`src/source/neuralPkg.sv`:
```
package neuralPkg;

	// Fixed-point widths used across the layer
	typedef logic signed [7:0] activationT;
	typedef logic signed [7:0] weightT;
	typedef logic signed [15:0] productT;

	// Fifteen full-scale products plus the bias still fit in 23 bits
	typedef logic signed [22:0] accumT;

	// Inputs per neuron
	parameter int FEATURES = 15;

	// Register stages from features to activation inside one node
	parameter int NODE_LATENCY = 3;

	// The rectifier clips here
	parameter int ACT_MAX = 127;

	// Feature 0 sits in value[0]
	typedef struct packed
	{
		activationT [FEATURES-1:0] value;
	} featureVectorT;

	// Weight i multiplies feature i, and the bias is added once
	typedef struct packed
	{
		weightT bias;
		weightT [FEATURES-1:0] weight;
	} nodeWeightsT;

endpackage

```
`src/source/featureLoader.sv`:
```
`timescale 1ns/10ps

module featureLoader #(
	parameter int NEURONS = 4,
	parameter int FEATURES = neuralPkg::FEATURES
)
(
	input logic clk,
	input logic reset,
	input logic sampleValid,
	input neuralPkg::activationT sampleData,
	input logic weightWrite,
	input logic [$clog2(NEURONS)-1:0] weightNeuron,
	input logic [$clog2(FEATURES+1)-1:0] weightIndex,
	input neuralPkg::weightT weightData,
	output neuralPkg::featureVectorT features,
	output logic vectorValid,
	output neuralPkg::nodeWeightsT [NEURONS-1:0] nodeWeights
);

	localparam int COUNT_W = $clog2(FEATURES);

	logic [COUNT_W-1:0] sampleCount;
	logic lastSample;
	neuralPkg::featureVectorT staging;
	neuralPkg::featureVectorT completed;

	assign lastSample = sampleValid && (sampleCount == COUNT_W'(FEATURES - 1));

	// Staging vector with the current strobe already placed at its slot
	always_comb
	begin
		completed = staging;
		completed.value[sampleCount] = sampleData;
	end

	always_ff @(posedge clk)
	begin
		if (reset)
		begin
			sampleCount <= '0;
			vectorValid <= 1'b0;
		end
		else
		begin
			vectorValid <= lastSample; // One cycle, together with the new vector
			if (lastSample)
				sampleCount <= '0;
			else if (sampleValid)
				sampleCount <= sampleCount + 1'b1;
		end
	end

	// The nodes only ever see a complete vector
	always_ff @(posedge clk)
	begin
		if (sampleValid)
			staging <= completed;
		if (lastSample)
			features <= completed;
	end

	// Weight and bias registers, one set per neuron
	always_ff @(posedge clk)
	begin
		if (reset)
			nodeWeights <= '0;
		else if (weightWrite && (weightNeuron < NEURONS))
		begin
			if (weightIndex == FEATURES)
				nodeWeights[weightNeuron].bias <= weightData;
			else if (weightIndex < FEATURES)
				nodeWeights[weightNeuron].weight[weightIndex] <= weightData;
		end
	end

endmodule

```
`config.mk`:
```
export PLATFORM = sky130hd
export DESIGN_NAME = featureLoader
export DESIGN_NICKNAME = d
export VERILOG_FILES = /design/src/source/neuralPkg.sv /design/src/source/featureLoader.sv
export SDC_FILE = /design/constraint.sdc
export NUM_CORES = 1
export LEC_CHECK = 0
export ABC_AREA = 1
export BUFFER_PORTS_ARGS = -buffer_cell sky130_fd_sc_hd__buf_4
export CORE_AREA = 4 4 258 260
export CTS_CLUSTER_SIZE = 8
export DETAILED_ROUTE_END_ITERATION = 8
export DIE_AREA = 0 0 262 264
export PLACE_DENSITY = 0.72
export SLEW_MARGIN = 20
export SYNTH_ARGS = -nofsm -noshare
export SYNTH_HDL_FRONTEND = slang
export SYNTH_SLANG_ARGS = --single-unit
```
`constraint.sdc`:
```
create_clock -name clk -period 22.2 [get_ports clk]
set_input_delay 4.44 -clock clk [delete_from_list [all_inputs] [get_ports clk]]
set_output_delay 4.44 -clock clk [all_outputs]
set_load 0.01 [all_outputs]
```
==> summary.md <==
The flow ran to the end, and the final reports show no timing, DRC or antenna violations. For the internal power, the log shows 2340 µW. The kind of cell with the highest combined delay on the critical path was buffers and inverters. For the worst setup path, the data required time is 22460 ps. The part of the power in the clock network is 47.2%, and the initial cell density of the core is 45.4%.

Of all nets on the critical path, the largest fanout is 67. The analysis attributes to net switching a power of 707 µW. The path class of the tightest hold or removal check is flip-flop to flip-flop.

For the final database, setup skew stands at 26.2 ps. The leakage power came out at 0.0171 µW. The mapped netlist covers 29100 µm². After detailed routing, the average wire length per cell comes to 20.7 µm.

The initial antenna violation count came out at 3. The H-tree depth reported by CTS came out at 3. The most numerous cell on the critical path was buf_4. Antenna violation net count after detailed routing: 0. The distinct cell type count of the synthesized netlist was 20; the actual transition at the worst max-transition pin was 1170 ps. The die is 262 µm wide.

After detailed routing, the number of remaining DRC violations is 0. The via count of the first global-routing pass is 23.8k, and the share of power burned in registers is 48.0%. The run gives 60.3% as the portion of the post-synthesis area used by sequential elements. The final route contains 26.1k vias. The floorplan step set the die height to 264 µm. The number of synthesized register bits is 757, and the post-route core utilization is 58.5%. The share of the synthesized area in the top cell type is 35.5%.

The relative contribution of combinational cells to total power was 4.9%. The fill cell instance count of the final layout is 5585, and the clock latency of the later-clocked register in the worst-skew pair is 650 ps. The clock edge transition at the registers on the reported setup and hold paths was 50 ps. Kind of end point of the critical path: a flip-flop. The highest clock rate is 151 MHz. The tools report the CTS sink count as 757. The register-to-register setup slack is 19120 ps, and the buffers plus inverters on the worst setup path is 4.

The register area came out at 17600 µm². For this run, the number of Yosys warnings is 0. The via density per instance is 5.15, and the areal power density over the cells is 81.3 nW/µm². Buffers inserted to repair hold after CTS numbered 0. After layout, the minimum clock period comes to 6630 ps. The first TritonRoute pass finished after 6 iterations.

The tools report the total count of max-transition violations in the final report as 0. After technology mapping, the gate count stands at 3583. The setup path with the least slack is of type input pin to flip-flop. The die covers 69200 µm². The total global routing track utilization was 28.8%. Traced cell by cell, the critical path runs through buf_4 > inv_1 > nor2_4 > buf_4 > buf_4. Kind of launch point of the worst setup path: an input pin. In this run, the number of DRC markers left after iteration 0 of detailed routing was 2294.

Setup repair after global routing left no endpoint under its margin. The logs give 659 for the number of top-level pins and 105 mm for the routed wire length. The slowest stage of the critical path is the buf_4 cell.

For the number of instances resized during post-cts repair, the log shows 0. The switching share of power was 23.2%; the largest net degree at the start of global routing was 271. The cell at the root of the clock tree was clkbuf_16. Buffers placed on the I/O ports in this run total 658.

In the post-synthesis netlist, the biggest area contributors are dfxtp_1, edfxtp_1, nor2_1, nand2_1, nand3_1. The final critical path takes up 29.9% of the cycle. Of the cells placed in the final design, the portion with a size suffix greater than 1 is 19.9%. Each instance of the synthesized netlist takes up on average 8.13 µm². The final setup violation count was 0. In this run the standard cell core region covers 64100 µm². When the netlist entered floorplanning its net count stood at 3613.

The final number of hold-violating endpoints was 0. The worst relative slew slack came out at 22.2%. TritonCTS built the clock tree. The repair_antennas step left the layout with diodes totalling 0. Summing all multi-input logic gate instances after layout gives 9750 µm². The setup fix buffers added after clock tree synthesis is 0, and the area overhead of the layout relative to synthesis is 28.8%. The worst ir drop on vdd came out at 0.0594 mV.

The number of buffers on the longest clock path was 3. The run gives 6890 ps as the data arrival time of the critical path. The run gives 69.8 mm as the placed wire-length estimate. The most common cell after layout, fill and taps aside is nor2_1. Cell taking the most area after synthesis: dfxtp_1.

The tool flagged a number of max-cap violations equal to 0. Clock tree synthesis inserted a total of 104 buffers. For this run, the slowest stage of the critical path takes 760 ps. The cell row count is 93.

After global routing the overflow that remains totals 0. Leaving out fill and tap cells, the most frequent cells in the layout are nor2_1, nand2_1, buf_4. For this run, the post-layout net count is 4193.

The logs give 0 ps for the final total negative setup slack and 152 mm for the global-route wire length before repair. Routability-driven placement finished with a final weighted congestion of 0.890.
[worst register-to-register path, delay by kind of cell, from the launching register on]
family / cells / cell delay [ps]
simple gates: 2 / 560
fa+ha+maj: 1 / 230
buf+inv: 3 / 1500
flops: 1 / 360
[kinds of logic after synthesis]
logic type	share of synthesized area (%)
compound gates	6.53
fa+ha+maj	0.172
buf+inv	6.61
flops	60.3
simple gates	26.4
[power by group through the flow]
stage,combinational [µW],clock [µW],sequential (µW)
floorplan,82.2,0,1490
global route,162,1520,1460
detailed placement,147,0,1490
CTS,148,1450,1460
global placement,144,0,1490
finish,149,1440,1460
[final timing paths]
kind | startpoint | endpoint | cells after the start
min | nodeWeights[283] | nodeWeights[283] | 2
max reg2reg | sampleCount[0] | features[44] | 6
min reg2reg | nodeWeights[283] | nodeWeights[283] | 2
max | sampleValid | features[44] | 5
[sequential cells by signal, summed over array words and instances, names as in the netlist]
signal and cells:
vectorValid 1, features 120, sampleCount 4, nodeWeights 512, staging 120
[metal layers]
metal  vias up  share of wire (%)  global-route usage (%)  wire length (µm)
li1      12400                  -                       -                 -
met1     12200                 39                    36.2             40600
met2      1169                 47                    46.6             48700
met3       240                 10                    8.92             10800
met4         4                4.2                    11.4              4410
met5         -              0.038                       0                40
[layout make-up]
class | instances | area share, %
tap | 855 | 2.85
clock buffer | 139 | 7.34
clock inverter | 6 | 0.357
inverter | 281 | 2.83
sequential | 757 | 46.8
multi-input combinational | 2330 | 26.0
timing repair buffer | 689 | 13.9
[through the flow]
stage                     setup slack [ps]  power, µW  hold slack [ps]  std cells  cell area, µm²
after floorplan                      12110       1570              485       3583           29100
after global placement               14950       1630              454       4911           34600
after detailed placement             14910       1640              459       4911           34600
after CTS                            15550       3060              468       5056           37500
after global routing                 15360       3140              488       5057           37500
final                                15570       3050              466       5057           37500
[cells in the mapped netlist]
cell type	count
nor2_1	891
clkinv_1	3
inv_1	272
nand2_1	772
nor2_2	11
ha_1	4
buf_4	1
nand3_1	244
clkbuf_1	132
buf_2	49
edfxtp_1	240
o21ai_1	4
nand3_2	2
o21ai_0	241
buf_1	33
dfxtp_1	517
a21oi_1	135
nor3_1	9
nand4_1	17
inv_2	6
Power figures use the tool's default switching activity.
