===== src/source/neuralPkg.sv =====
package neuralPkg;

	// Fixed-point widths used across the layer
	typedef logic signed [7:0] activationT;
	typedef logic signed [7:0] weightT;
	typedef logic signed [15:0] productT;

	// Fifteen full-scale products plus the bias still fit in 23 bits
	typedef logic signed [22:0] accumT;

	// Inputs per neuron
	parameter int FEATURES = 15;

	// Register stages from features to activation inside one node
	parameter int NODE_LATENCY = 3;

	// The rectifier clips here
	parameter int ACT_MAX = 127;

	// Feature 0 sits in value[0]
	typedef struct packed
	{
		activationT [FEATURES-1:0] value;
	} featureVectorT;

	// Weight i multiplies feature i, and the bias is added once
	typedef struct packed
	{
		weightT bias;
		weightT [FEATURES-1:0] weight;
	} nodeWeightsT;

endpackage


===== src/source/layerCollector.sv =====
`timescale 1ns/10ps

module layerCollector #(
	parameter int NEURONS = 4
)
(
	input logic clk,
	input logic reset,
	input logic vectorValid,
	input neuralPkg::activationT [NEURONS-1:0] nodeOutputs,
	output logic outValid,
	output logic [$clog2(NEURONS)-1:0] outIndex,
	output neuralPkg::activationT outData,
	output logic classValid,
	output logic [$clog2(NEURONS)-1:0] classIndex,
	output neuralPkg::activationT classScore
);

	localparam int INDEX_W = $clog2(NEURONS);

	typedef enum logic {stateIdle, stateStreaming} stateT;

	stateT state;
	logic [neuralPkg::NODE_LATENCY-1:0] validPipe;
	logic startStream;
	logic lastOut;
	logic [INDEX_W-1:0] nextIndex;
	neuralPkg::activationT [NEURONS-1:0] latched;
	logic [INDEX_W-1:0] bestIndex;
	neuralPkg::activationT bestScore;

	// Node outputs are settled once vectorValid has passed the node depth
	assign startStream = validPipe[neuralPkg::NODE_LATENCY-1];
	assign lastOut = (state == stateStreaming) && (outIndex == INDEX_W'(NEURONS - 1));
	assign nextIndex = outIndex + 1'b1;

	always_ff @(posedge clk)
	begin
		if (reset)
			validPipe <= '0;
		else
			validPipe <= {validPipe[neuralPkg::NODE_LATENCY-2:0], vectorValid};
	end

	always_ff @(posedge clk)
	begin
		if (reset)
		begin
			state <= stateIdle;
			outValid <= 1'b0;
			outIndex <= '0;
			outData <= '0;
			classValid <= 1'b0;
		end
		else
		begin
			classValid <= lastOut; // Right after the final activation
			if (startStream)
			begin
				state <= stateStreaming;
				outValid <= 1'b1;
				outIndex <= '0;
				outData <= nodeOutputs[0];
			end
			else
			begin
				case (state)
					stateIdle:
						outValid <= 1'b0;
					stateStreaming:
						if (lastOut)
						begin
							state <= stateIdle;
							outValid <= 1'b0;
						end
						else
						begin
							outIndex <= nextIndex;
							outData <= latched[nextIndex];
						end
					default:
						state <= stateIdle;
				endcase
			end
		end
	end

	// Running maximum, strictly larger wins so ties keep the lower index
	always_ff @(posedge clk)
	begin
		if (startStream)
		begin
			latched <= nodeOutputs;
			bestIndex <= '0;
			bestScore <= nodeOutputs[0];
		end
		else if ((state == stateStreaming) && !lastOut && (latched[nextIndex] > bestScore))
		begin
			bestIndex <= nextIndex;
			bestScore <= latched[nextIndex];
		end
		if (lastOut)
		begin
			classIndex <= bestIndex;
			classScore <= bestScore;
		end
	end

endmodule


===== config.mk =====
export PLATFORM = sky130hd
export DESIGN_NAME = layerCollector
export DESIGN_NICKNAME = d
export VERILOG_FILES = /design/src/source/neuralPkg.sv /design/src/source/layerCollector.sv
export SDC_FILE = /design/constraint.sdc
export NUM_CORES = 1
export LEC_CHECK = 0
export BUFFER_PORTS_ARGS = -buffer_cell sky130_fd_sc_hd__buf_4
export CAP_MARGIN = 5
export CORE_UTILIZATION = 40
export DETAILED_ROUTE_END_ITERATION = 16
export GPL_ROUTABILITY_DRIVEN = 0
export GPL_TIMING_DRIVEN = 0
export PLACE_DENSITY_LB_ADDON = 0.08
export SLEW_MARGIN = 5
export SYNTH_ARGS = -nofsm -noshare
export SYNTH_HDL_FRONTEND = slang
export SYNTH_SLANG_ARGS = --single-unit

===== constraint.sdc =====
create_clock -name clk -period 2.6 [get_ports clk]
set_input_delay 0.26 -clock clk [delete_from_list [all_inputs] [get_ports clk]]
set_output_delay 0.26 -clock clk [all_outputs]
set_load 0.005 [all_outputs]

==> results of run 1 <==
==> metrics by stage <==
stage                     hold slack (ps)  std cells  instance area [µm²]  worst slack, ps
after CTS                            79.8        325                 3460             -166
final                                96.7        326                 3520             -122
after global placement                414        300                 3190             -206
after global routing                 73.0        326                 3520             -179
after floorplan                       332        167                 2680             5.02
after detailed placement              427        300                 3200             -204
==> synth_stat cells <==
master,number,area share (%)
sky130_fd_sc_hd__buf_2,2,0.38
sky130_fd_sc_hd__clkbuf_1,3,0.42
sky130_fd_sc_hd__mux2_4,1,0.57
sky130_fd_sc_hd__nor3_1,10,1.9
sky130_fd_sc_hd__nand4_1,2,0.47
sky130_fd_sc_hd__mux2_2,7,3.0
sky130_fd_sc_hd__o21ai_0,1,0.19
sky130_fd_sc_hd__o221ai_1,1,0.33
sky130_fd_sc_hd__and3_1,1,0.24
sky130_fd_sc_hd__edfxtp_1,50,57
sky130_fd_sc_hd__buf_1,1,0.14
sky130_fd_sc_hd__and2_1,1,0.24
sky130_fd_sc_hd__ha_1,9,4.2
sky130_fd_sc_hd__or2_2,2,0.47
sky130_fd_sc_hd__nand2b_1,2,0.47
sky130_fd_sc_hd__a2111oi_4,1,1.0
sky130_fd_sc_hd__buf_6,1,0.42
sky130_fd_sc_hd__nor2_2,1,0.24
sky130_fd_sc_hd__mux4_2,8,6.8
sky130_fd_sc_hd__a21oi_1,2,0.38
sky130_fd_sc_hd__a21o_1,1,0.28
sky130_fd_sc_hd__nor2b_1,7,1.6
sky130_fd_sc_hd__xnor2_1,1,0.33
sky130_fd_sc_hd__mux2i_1,2,0.75
sky130_fd_sc_hd__o211ai_1,1,0.28
sky130_fd_sc_hd__inv_1,10,1.4
sky130_fd_sc_hd__nand2_1,1,0.14
sky130_fd_sc_hd__nor2_1,19,2.7
sky130_fd_sc_hd__dfxtp_1,18,14
sky130_fd_sc_hd__a211oi_2,1,0.47
==> area by class of cell <==
type | instances | area [µm²]
multi-input combinational | 82 | 800
timing repair buffer | 66 | 515
inverter | 10 | 37.5
fill | 524 | 2860
buffer | 7 | 55.1
sequential | 68 | 1870
clock buffer | 16 | 150
tap | 77 | 96.3
==> routing by layer <==
layer	part of all wire, %	up-vias	track usage (%)	wire (µm)
li1	-	765	-	-
met1	43	780	19.4	2320
met2	52	39	28.5	2790
met3	3.9	4	5.44	209
met4	0.91	0	6.78	49
met5	0	-	0	0
==> worst paths after layout <==
check	end	cells past startpoint	slack, ps	start
max	bestScore[7]	9	-120	outIndex[0]
max reg2reg	bestScore[7]	9	-120	outIndex[0]
min	latched[25]	1	100	nodeOutputs[25]
min reg2reg	validPipe[2]	1	440	validPipe[1]
==> layout by cell type, fill, tap and decap left out, types with 2 or more instances in the layout <==
cell type / instances
sky130_fd_sc_hd__nand4_1: 2
sky130_fd_sc_hd__nor3_1: 10
sky130_fd_sc_hd__mux2_2: 7
sky130_fd_sc_hd__buf_4: 62
sky130_fd_sc_hd__nor2_1: 19
sky130_fd_sc_hd__buf_6: 2
sky130_fd_sc_hd__dfxtp_1: 15
sky130_fd_sc_hd__edfxtp_1: 50
sky130_fd_sc_hd__buf_12: 2
sky130_fd_sc_hd__a21oi_1: 2
sky130_fd_sc_hd__clkbuf_8: 9
sky130_fd_sc_hd__ha_4: 5
sky130_fd_sc_hd__clkbuf_1: 10
sky130_fd_sc_hd__mux2i_1: 2
sky130_fd_sc_hd__nand2b_1: 2
sky130_fd_sc_hd__dfxtp_4: 2
sky130_fd_sc_hd__mux4_2: 8
sky130_fd_sc_hd__nor2b_1: 6
sky130_fd_sc_hd__ha_1: 4
sky130_fd_sc_hd__inv_1: 10
==> power by group <==
part           total (mW)  internal, mW  switching (mW)
combinational       0.211         0.124          0.0872
sequential           1.22          1.20          0.0192
clock               0.704         0.350           0.354
total                2.13          1.67           0.460
==> critical path, cell delays in order, from the launching register on <==
cell and delay [ps]:
sky130_fd_sc_hd__dfxtp_4 370, sky130_fd_sc_hd__ha_4 280, sky130_fd_sc_hd__buf_8 120, sky130_fd_sc_hd__mux4_2 340, sky130_fd_sc_hd__ha_4 240, sky130_fd_sc_hd__a21o_1 180, sky130_fd_sc_hd__a2111oi_4 330, sky130_fd_sc_hd__and3_4 250
sky130_fd_sc_hd__a211oi_4 50, sky130_fd_sc_hd__or2_4 320
==> sequential cells by signal, indices dropped and copies added (netlist names) <==
register,count
state,1
bestIndex,2
classValid,1
classScore,8
classIndex,2
outValid,1
bestScore,8
outData,8
validPipe,3
latched,32
outIndex,2
==> repair_timing <==
| action | CTS | global route |
|---|---|---|
| pin swaps | 3 | 6 |
| setup buffers | 8 | 1 |
| gates cloned | 1 | 0 |
| resized for setup | 8 | 8 |
| hold endpoints to repair | 0 | 0 |
| endpoints found under the setup margin | 9 | 11 |
==> kinds of logic (layout without fill, tap and decap cells) <==
logic type	count (synthesis)	after routing	share of synthesized area, %
buf+inv	17	99	2.78
flops	68	68	70.1
simple gates	46	46	8.48
xor+xnor	1	1	0.330
mux	18	18	11.1
fa+ha+maj	9	9	4.24
compound gates	8	8	2.97
==> Implementation_results.wiki, run 1 <==
{| class="wikitable"
! Metric !! Value
|-
| Via count || 1588
|-
| Average instance area after synthesis || 15.9 µm²
|-
| CTS Root Buffer Type || sky130_fd_sc_hd__clkbuf_8
|-
| Number of inserted diodes || 0
|-
| Area added between synthesis and finish || 32.8%
|-
| Clock tree from TritonCTS || yes
|-
| Clock Pin Slew Worst Setup and Hold Paths || 70 ps
|-
| Hold-fix buffers, CTS || 0
|-
| Detail Route Antenna Nets || 0
|-
| DRC Markers || 0
|-
| Synthesized instance count || 167
|-
| Starting Density || 41.6%
|-
| Post-layout util || 55.2%
|-
| Number of buffers on the longest clock path || 2
|-
| Highest fanout seen on the critical path || 8
|-
| Setup WS post-layout || -122 ps
|-
| Global-route wire length before repair || 8490 µm
|-
| # H-tree levels || 3
|-
| Worst path required time || 2680 ps
|-
| Final #Nets || 288
|-
| Number of DRC markers in iteration 0 || 62
|-
| Signal arrival time at the worst endpoint || 2800 ps
|-
| Fmax || 0.367 GHz
|-
| Number of CTS-inserted buffers || 9
|-
| Detailed Place HPWL || 3620 µm
|-
| Unrepaired setup endpoints after global routing || yes
|-
| Global-route total usage across every layer || 16.7%
|-
| Hold Fails Final Rpt || 0
|-
| Fraction of the yosys area taken by sequential cells || 70.1%
|-
| Total wirelength of the detailed-routed design || 5360 µm
|-
| Number of placed I/O pins || 57
|-
| Leak || 1.34 nW
|-
| Kind of capture point of the worst setup path || flip-flop
|-
| Height of the die || 83.5 µm
|-
| Power density normalized to cell area || 605 nW/µm²
|-
| Mean routed wirelength per cell || 16.5 µm
|-
| Worst setup path class || reg2reg
|-
| Max VDD drop || 0.000334 V
|-
| Classification of the worst-slack hold path || in2reg
|-
| Shortest clock period the worst path allows after layout || 2720 ps
|-
| Detail-routed via count per cell || 4.87
|-
| Port Buf Inserts || 56
|-
| Transition at the pin with the smallest max-transition slack || 594 ps
|-
| Horizontal die dimension || 83.5 µm
|-
| Maximum clock skew at final layout || 6.77 ps
|-
| TritonCTS sink count || 68
|-
| Outcome || finished, violations left
|-
| Number of synthesized register bits || 68
|-
| Initial antenna violation count || 0
|-
| Fraction of layout instances using a drive strength above 1 || 43.8%
|-
| Total chip power || 2.13 mW
|-
| Number of distinct standard cells referenced by the synthesized netlist || 30
|-
| Count of max-cap constraint violations || 0
|-
| Total congestion overflow || 0
|-
| First drt pass iteration count || 4
|-
| Warnings from Yosys || 0
|-
| Sum of negative setup slack || -1100 ps
|-
| Failing checks || setup timing
|-
| Largest net degree at the start of global routing || 34
|-
| Core region area || 6390 µm²
|-
| Synth Cell Area || 2660 µm²
|-
| Overall die area || 6970 µm²
|-
| Syn_nets || 211
|-
| Worst slew margin relative to its limit || 60.4%
|-
| Critical path launch point type || flip-flop
|-
| # rows || 29
|-
| Via count of the first global-routing pass || 1698
|-
| Part of the cycle the worst path needs || 105%
|-
| Final-report setup violation count || 10
|-
| Worst-Skew Late Latency || 330 ps
|-
| Final-report max-slew violation count || 0
|}
Power figures use the tool's default switching activity.
==> inputs of run 2 (changes only) <==
--- a/config.mk
+++ b/config.mk
@@ -7,11 +7,15 @@
 export LEC_CHECK = 0
 export BUFFER_PORTS_ARGS = -buffer_cell sky130_fd_sc_hd__buf_4
 export CAP_MARGIN = 5
-export CORE_UTILIZATION = 40
+export CELL_PAD_IN_SITES_DETAIL_PLACEMENT = 2
+export CELL_PAD_IN_SITES_GLOBAL_PLACEMENT = 2
+export CORE_ASPECT_RATIO = 1.4
+export CORE_UTILIZATION = 34
 export DETAILED_ROUTE_END_ITERATION = 16
 export GPL_ROUTABILITY_DRIVEN = 0
 export GPL_TIMING_DRIVEN = 0
 export PLACE_DENSITY_LB_ADDON = 0.08
+export SKIP_LAST_GASP = 1
 export SLEW_MARGIN = 5
 export SYNTH_ARGS = -nofsm -noshare
 export SYNTH_HDL_FRONTEND = slang
==> run 2 against run 1 <==
  * The flow still finishes with violations (setup timing)
  * Register-to-register slack about the same
  * Cell count rose by 5.2%
  * Critical path depth decreased by 1
  * Final area decreased by 1.1%
  * Flip-flop and latch count stayed put
  * Via count up 2.3%
  * Sequential share of layout area rose by 0.50 points
  * Largest power group unchanged
  * Clock power increased by 5.7%
  * Critical path type unchanged
==> Implementation_results.wiki, run 2 (synthesized netlist as in run 1, its figures left out) <==
{| class="wikitable"
! Metric !! Value
|-
| Critical path launch point || outIndex[0] (unchanged)
|-
| Fin cells || 343 (was 326)
|-
| Outcome || finished, violations left (unchanged)
|-
| # rows || 37 (was 29)
|-
| Fmax || 0.368 GHz (was 0.367 GHz)
|-
| Failing checks || setup timing (unchanged)
|-
| Number of inserted diodes || 0 (unchanged)
|-
| Number of buffers on the longest clock path || 2 (unchanged)
|-
| Sw Share || 23.8% (was 21.6%)
|-
| Maximum clock skew at final layout || 7.53 ps (was 6.77 ps)
|-
| DRC Markers || 0 (unchanged)
|-
| Setup WS post-layout || -114 ps (was -122 ps)
|-
| Sum of negative setup slack || -969 ps (was -1100 ps)
|-
| Worst-Skew Late Latency || 340 ps (was 330 ps)
|-
| Clock Pin Slew Worst Setup and Hold Paths || 80 ps (was 70 ps)
|-
| TritonCTS sink count || 68 (unchanged)
|-
| Height of the die || 107 µm (was 83.5 µm)
|-
| Global-route total usage across every layer || 16.7% (about the same)
|-
| Total wirelength of the detailed-routed design || 6260 µm (was 5360 µm)
|-
| Hold Path Depth || 1 (unchanged)
|-
| Worst path required time || 2690 ps (was 2680 ps)
|-
| Total congestion overflow || 0 (unchanged)
|-
| Transition at the pin with the smallest max-transition slack || 762 ps (was 594 ps)
|-
| Combinational fraction of design power || 9.4% (was 9.9%)
|-
| CTS Root Buffer Type || sky130_fd_sc_hd__clkbuf_8 (unchanged)
|-
| Shortest clock period the worst path allows after layout || 2710 ps (was 2720 ps)
|-
| Beginning of the worst hold path || nodeOutputs[13] (was nodeOutputs[25])
|-
| Internal portion of total power || 1.65 mW (was 1.67 mW)
|-
| Final #Nets || 285 (was 288)
|-
| Detail-routed via count per cell || 4.73 (was 4.87)
|-
| Critical register-to-register path startpoint || outIndex[0] (unchanged)
|-
| Slack of the worst reg-to-reg path || -110 ps (was -120 ps)
|-
| Part of the cycle the worst path needs || 104% (was 105%)
|-
| Commonest cells after routing, fill and taps aside || 63 x sky130_fd_sc_hd__buf_4, 50 x sky130_fd_sc_hd__edfxtp_1, 19 x sky130_fd_sc_hd__nor2_1 (was 62 x sky130_fd_sc_hd__buf_4, 50 x sky130_fd_sc_hd__edfxtp_1, 19 x sky130_fd_sc_hd__nor2_1)
|-
| Area added between synthesis and finish || 31.3% (was 32.8%)
|-
| Max VDD drop || 0.000315 V (was 0.000334 V)
|-
| Number of DRC markers in iteration 0 || 73 (was 62)
|-
| Initial antenna violation count || 0 (unchanged)
|-
| Commonest non-fill, non-tap cell in the layout || sky130_fd_sc_hd__buf_4 (unchanged)
|-
| Unrepaired setup endpoints after global routing || yes (unchanged)
|-
| Net switching component of the power || 0.516 mW (was 0.460 mW)
|-
| Worst Hold Slack || 87.6 ps (was 96.7 ps)
|-
| Largest net degree at the start of global routing || 34 (unchanged)
|-
| Top register by number of flip-flops || latched (unchanged)
|-
| Flip-flop count of the largest register after layout || 32 (unchanged)
|-
| Horizontal die dimension || 76.7 µm (was 83.5 µm)
|-
| Kind of capture point of the worst setup path || flip-flop (unchanged)
|-
| Relative contribution of sequential cells to total power || 56.2% (was 57.1%)
|-
| Hold-fix buffers, CTS || 0 (unchanged)
|-
| Via count || 1624 (was 1588)
|-
| Leak || 1.32 nW (was 1.34 nW)
|-
| Count of max-cap constraint violations || 0 (unchanged)
|-
| Number of placed I/O pins || 57 (unchanged)
|-
| Number of cell instances on the worst register-to-register path || 8 (was 9)
|-
| Classification of the worst-slack hold path || in2reg (unchanged)
|-
| Core region area || 7450 µm² (was 6390 µm²)
|-
| # H-tree levels || 3 (unchanged)
|-
| Proportion of power drawn by the clock network || 34.3% (was 33.0%)
|-
| Final-report max-slew violation count || 0 (unchanged)
|-
| Final-report setup violation count || 9 (was 10)
|-
| Hold Fails Final Rpt || 0 (unchanged)
|-
| Via count of the first global-routing pass || 1865 (was 1698)
|-
| Global-route wire length before repair || 9850 µm (was 8490 µm)
|-
| Power density normalized to cell area || 622 nW/µm² (was 605 nW/µm²)
|-
| Overall die area || 8170 µm² (was 6970 µm²)
|-
| Number of CTS-inserted buffers || 9 (unchanged)
|-
| Detail Route Antenna Nets || 0 (unchanged)
|-
| Highest fanout seen on the critical path || 8 (unchanged)
|-
| Starting Density || 35.6% (was 41.6%)
|-
| Mean routed wirelength per cell || 18.3 µm (was 16.5 µm)
|-
| Critical path launch point type || flip-flop (unchanged)
|-
| Inst Count DP || 320 (was 300)
|-
| Signal arrival time at the worst endpoint || 2800 ps (about the same)
|-
| Fraction of layout instances using a drive strength above 1 || 43.9% (was 43.8%)
|-
| Worst setup path class || reg2reg (unchanged)
|-
| First drt pass iteration count || 4 (unchanged)
|-
| Worst slew margin relative to its limit || 49.2% (was 60.4%)
|-
| Clock tree from TritonCTS || yes (unchanged)
|-
| Port Buf Inserts || 56 (unchanged)
|-
| Detailed Place HPWL || 4570 µm (was 3620 µm)
|}
==> run 2: changes by cell type in the layout (fill, tap and decap cells not counted), moves of 2 or more <==
| cell | before | now |
|---|---|---|
| sky130_fd_sc_hd__clkbuf_1 | 10 | 3 |
| sky130_fd_sc_hd__clkinvlp_4 | 0 | 4 |
| sky130_fd_sc_hd__ha_1 | 4 | 7 |
| sky130_fd_sc_hd__ha_4 | 5 | 2 |
| sky130_fd_sc_hd__buf_6 | 2 | 0 |
| sky130_fd_sc_hd__clkinv_2 | 0 | 2 |
==> run 2: power groups by stage <==
stage | clock (mW) | sequential, mW | combinational [mW]
2_1_floorplan | 0 | 1.24 | 0.0998
3_3_place_gp | 0 | 1.24 | 0.180
3_5_place_dp | 0 | 1.25 | 0.192
4_1_cts | 0.767 | 1.22 | 0.201
5_1_grt | 0.806 | 1.22 | 0.224
6_report | 0.744 | 1.22 | 0.205
==> run 2: path summary, 6_finish.rpt <==
| kind | to |
|---|---|
| worst min-delay path | latched[13] |
| worst max register to register | bestScore[3] |
| worst min register to register | classIndex[0] |
| worst max-delay path | bestScore[3] |
==> run 2: critical path: stages, from the launching register on <==
cell	delay (ps)
sky130_fd_sc_hd__dfxtp_4	390
sky130_fd_sc_hd__buf_12	140
sky130_fd_sc_hd__mux4_2	550
sky130_fd_sc_hd__ha_4	240
sky130_fd_sc_hd__a21o_1	190
sky130_fd_sc_hd__a2111oi_4	330
sky130_fd_sc_hd__and3_4	260
sky130_fd_sc_hd__a211oi_4	40
sky130_fd_sc_hd__or2_4	320
==> run 2: final cells by class <==
class / count / area [µm²]
clock inverter: 7 / 43.8
timing repair buffer: 64 / 493
inverter: 10 / 37.5
tap: 97 / 121
clock buffer: 9 / 124
fill: 725 / 3970
multi-input combinational: 82 / 759
sequential: 68 / 1870
buffer: 6 / 40.0
==> run 2: metal layers <==
metal  wire, µm  vias to the layer above  GRT usage (%)
met2       3610                       41           31.4
met3        175                       10           2.83
met5          0                        -              0
li1           -                      760              -
met4        123                        0           8.65
met1       2360                      813           17.5
==> run 2: metrics by stage <==
stage / setup WS (ps) / area, µm² / utilization (%) / total power, mW
4_1_cts: -187 / 3440 / 46.1 / 2.19
3_3_place_gp: -167 / 3220 / 43.2 / 1.42
3_5_place_dp: -362 / 3220 / 43.2 / 1.44
6_report: -114 / 3490 / 46.8 / 2.17
2_1_floorplan: 5.02 / 2680 / - / 1.34
5_1_grt: -186 / 3490 / 46.8 / 2.25
==> run 2: what timing repair did <==
item	CTS	global route
setup buffers	3	5
endpoints found under the setup margin	30	10
gates resized for setup	7	2
pin swaps	3	4
==> inputs of run 3 (changes only) <==
--- a/config.mk
+++ b/config.mk
@@ -9,12 +9,13 @@
 export CAP_MARGIN = 5
 export CELL_PAD_IN_SITES_DETAIL_PLACEMENT = 2
 export CELL_PAD_IN_SITES_GLOBAL_PLACEMENT = 2
-export CORE_ASPECT_RATIO = 1.4
-export CORE_UTILIZATION = 34
+export CORE_ASPECT_RATIO = 0.75
+export CORE_UTILIZATION = 37
 export DETAILED_ROUTE_END_ITERATION = 16
 export GPL_ROUTABILITY_DRIVEN = 0
 export GPL_TIMING_DRIVEN = 0
 export PLACE_DENSITY_LB_ADDON = 0.08
+export RECOVER_POWER = 100
 export SKIP_LAST_GASP = 1
 export SLEW_MARGIN = 5
 export SYNTH_ARGS = -nofsm -noshare
==> constraint.sdc (replaced) <==
create_clock -name clk -period 3.1 [get_ports clk]
set_input_delay 0.31 -clock clk [delete_from_list [all_inputs] [get_ports clk]]
set_output_delay 0.31 -clock clk [all_outputs]
set_load 0.005 [all_outputs]
==> run 3 against run 2 <==
  * The run now ends clean
  * Register-to-register slack better by 260 ps
  * Routed wire length is 4.7% lower
  * Combinational power fell by 28%
  * Core utilization grew 1.8 points
  * Fmax is 8.2% lower
  * Largest cell class unchanged
  * Largest power group unchanged
==> Implementation_results.wiki, run 3 (synthesized netlist as in run 1, its figures left out) <==
{| class="wikitable"
! Metric !! Value
|-
| Via count || 1583 (was 1624)
|-
| CTS Root Buffer Type || sky130_fd_sc_hd__clkbuf_8 (unchanged)
|-
| Commonest cells after routing, fill and taps aside || 50 x sky130_fd_sc_hd__edfxtp_1, 48 x sky130_fd_sc_hd__clkbuf_4, 20 x sky130_fd_sc_hd__nor2_1 (was 63 x sky130_fd_sc_hd__buf_4, 50 x sky130_fd_sc_hd__edfxtp_1, 19 x sky130_fd_sc_hd__nor2_1)
|-
| Leak || 1.25 nW (was 1.32 nW)
|-
| Critical path launch point type || flip-flop (unchanged)
|-
| Number of buffers on the longest clock path || 2 (unchanged)
|-
| Total chip power || 1.77 mW (was 2.17 mW)
|-
| Horizontal die dimension || 99.8 µm (was 76.7 µm)
|-
| Setup WS post-layout || 143 ps (was -114 ps)
|-
| Total area of sequential cells || 1860 µm² (was 1870 µm²)
|-
| Fmax || 0.338 GHz (was 0.368 GHz)
|-
| Fin cells || 337 (was 343)
|-
| Area of combinational cells with multiple inputs || 719 µm² (was 759 µm²)
|-
| Area added between synthesis and finish || 25.5% (was 31.3%)
|-
| Worst slew margin relative to its limit || 40.5% (was 49.2%)
|-
| DRC Markers || 0 (unchanged)
|-
| Worst Hold Slack || 160 ps (was 87.6 ps)
|-
| Kind of capture point of the worst setup path || flip-flop (unchanged)
|-
| Net switching component of the power || 0.398 mW (was 0.516 mW)
|-
| Hold Fails Final Rpt || 0 (unchanged)
|-
| Global-route wire length before repair || 9270 µm (was 9850 µm)
|-
| Height of the die || 75.4 µm (was 107 µm)
|-
| Overall die area || 7520 µm² (was 8170 µm²)
|-
| Combinational fraction of design power || 8.3% (was 9.4%)
|-
| Signal arrival time at the worst endpoint || 3040 ps (was 2800 ps)
|-
| Total wirelength of the detailed-routed design || 5970 µm (was 6260 µm)
|-
| Number of placed I/O pins || 57 (unchanged)
|-
| Initial antenna violation count || 0 (unchanged)
|-
| Total congestion overflow || 0 (unchanged)
|-
| Worst setup path class || reg2reg (unchanged)
|-
| Hold-fix buffers, CTS || 0 (unchanged)
|-
| Top register by number of flip-flops || latched (unchanged)
|-
| Clock Pin Slew Worst Setup and Hold Paths || 70 ps (was 80 ps)
|-
| Starting Density || 38.7% (was 35.6%)
|-
| Detail Route Antenna Nets || 0 (unchanged)
|-
| Maximum clock skew at final layout || 10.1 ps (was 7.53 ps)
|-
| Flip-flop count of the largest register after layout || 32 (unchanged)
|-
| Highest fanout seen on the critical path || 10 (was 8)
|-
| Hold Path Depth || 1 (unchanged)
|-
| Mean routed wirelength per cell || 17.7 µm (was 18.3 µm)
|-
| First drt pass iteration count || 2 (was 4)
|-
| Total of fill cells in the finished design || 670 (was 725)
|-
| Power density normalized to cell area || 531 nW/µm² (was 622 nW/µm²)
|-
| Worst-Skew Late Latency || 340 ps (about the same)
|-
| Sum of negative setup slack || 0 ps (was -969 ps)
|-
| Shortest clock period the worst path allows after layout || 2960 ps (was 2710 ps)
|-
| Final-report setup violation count || 0 (was 9)
|-
| Port Buf Inserts || 56 (unchanged)
|-
| Total setup buffers inserted after CTS || 0 (was 3)
|-
| Number of cell instances on the worst register-to-register path || 9 (was 8)
|-
| Final-report max-slew violation count || 0 (unchanged)
|-
| Core region area || 6860 µm² (was 7450 µm²)
|-
| Max VDD drop || 0.000275 V (was 0.000315 V)
|-
| Number of DRC markers in iteration 0 || 39 (was 73)
|-
| Detail-routed via count per cell || 4.70 (was 4.73)
|-
| Commonest non-fill, non-tap cell in the layout || sky130_fd_sc_hd__edfxtp_1 (was sky130_fd_sc_hd__buf_4)
|-
| Count of max-cap constraint violations || 0 (unchanged)
|-
| Transition at the pin with the smallest max-transition slack || 892 ps (was 762 ps)
|-
| Worst path required time || 3180 ps (was 2690 ps)
|-
| Global-route total usage across every layer || 17.6% (was 16.7%)
|-
| Total non-filler cell area in the finished layout || 3330 µm² (was 3490 µm²)
|-
| Final #Nets || 278 (was 285)
|-
| Inst Count DP || 321 (was 320)
|-
| TritonCTS sink count || 68 (unchanged)
|-
| Number of CTS-inserted buffers || 9 (unchanged)
|-
| Clock tree from TritonCTS || yes (unchanged)
|-
| Fraction of layout instances using a drive strength above 1 || 32.6% (was 43.9%)
|-
| Part of the cycle the worst path needs || 95.4% (was 104%)
|-
| Dpl ws || -119 ps (was -362 ps)
|-
| Proportion of power drawn by the clock network || 33.8% (was 34.3%)
|-
| Post-layout util || 48.6% (was 46.8%)
|-
| Classification of the worst-slack hold path || in2reg (unchanged)
|-
| # H-tree levels || 3 (unchanged)
|-
| Largest net degree at the start of global routing || 34 (unchanged)
|-
| Outcome || finished clean (was finished, violations left)
|-
| Relative contribution of sequential cells to total power || 57.8% (was 56.2%)
|-
| Internal portion of total power || 1.37 mW (was 1.65 mW)
|-
| Number of inserted diodes || 0 (unchanged)
|-
| # rows || 26 (was 37)
|-
| Placed cell areas || 3200 µm² (was 3220 µm²)
|-
| Detailed Place HPWL || 4380 µm (was 4570 µm)
|-
| Via count of the first global-routing pass || 1769 (was 1865)
|-
| Unrepaired setup endpoints after global routing || no (was yes)
|-
| Sw Share || 22.5% (was 23.8%)
|}
run 3: changes by cell type in the layout (fill, tap and decap cells not counted), moves of 2 or more:
| cell | before | now |
|---|---|---|
| sky130_fd_sc_hd__buf_12 | 2 | 0 |
| sky130_fd_sc_hd__buf_4 | 63 | 1 |
| sky130_fd_sc_hd__clkinvlp_4 | 4 | 0 |
| sky130_fd_sc_hd__mux2_2 | 7 | 0 |
| sky130_fd_sc_hd__dfxtp_1 | 15 | 17 |
| sky130_fd_sc_hd__ha_1 | 7 | 9 |
| sky130_fd_sc_hd__clkbuf_4 | 0 | 48 |
| sky130_fd_sc_hd__mux2_1 | 0 | 7 |
| sky130_fd_sc_hd__clkbuf_1 | 3 | 14 |
| sky130_fd_sc_hd__buf_6 | 0 | 2 |
| sky130_fd_sc_hd__ha_4 | 2 | 0 |
run 3: worst paths after layout:
path | start | endpoint | slack, ps
setup reg to reg | outIndex[0] | bestScore[6] | 140
setup / recovery | outIndex[0] | bestScore[6] | 140
hold / removal | nodeOutputs[19] | latched[19] | 160
hold reg to reg | validPipe[1] | validPipe[2] | 440
run 3: routing by layer:
layer  routed length (µm)  vias to the layer above  part of all wire [%]  global-route usage, %
met4                   96                        0                   1.6                   8.33
met2                 3010                       36                    51                   30.7
met1                 2630                      792                    44                   20.7
li1                     -                      745                     -                      -
met5                    0                        -                     0                      0
met3                  225                       10                   3.8                   4.86
run 3: critical path, stage by stage, from the launching register on:
cell	delay [ps]
sky130_fd_sc_hd__dfxtp_1	340
sky130_fd_sc_hd__ha_1	310
sky130_fd_sc_hd__buf_6	180
sky130_fd_sc_hd__mux4_2	350
sky130_fd_sc_hd__ha_1	330
sky130_fd_sc_hd__a21o_1	190
sky130_fd_sc_hd__a2111oi_4	380
sky130_fd_sc_hd__and3_1	230
sky130_fd_sc_hd__a211oi_2	70
sky130_fd_sc_hd__or2_4	330
run 3: area by class of cell:
class | count | share of cell area (%)
multi-input cells | 82 | 21.6
repair buffers | 56 | 11.8
clock inverters | 3 | 0.450
inverters | 10 | 1.13
clock buffers | 13 | 4.17
well taps | 98 | 3.68
flip-flops and latches | 68 | 55.9
plain buffers | 7 | 1.28
run 3: power groups by stage:
stage / Combinational, mW / Clock [mW] / Sequential (mW)
CTS: 0.158 / 0.618 / 1.02
finish: 0.148 / 0.599 / 1.02
global route: 0.163 / 0.655 / 1.03
detailed placement: 0.156 / 0 / 1.04
floorplan: 0.0809 / 0 / 1.04
global placement: 0.147 / 0 / 1.04
run 3: repair_timing:
| action | in CTS | in global routing |
|---|---|---|
| setup endpoints to repair | 8 | 8 |
| pin swaps | 0 | 0 |
| resized for setup | 2 | 1 |
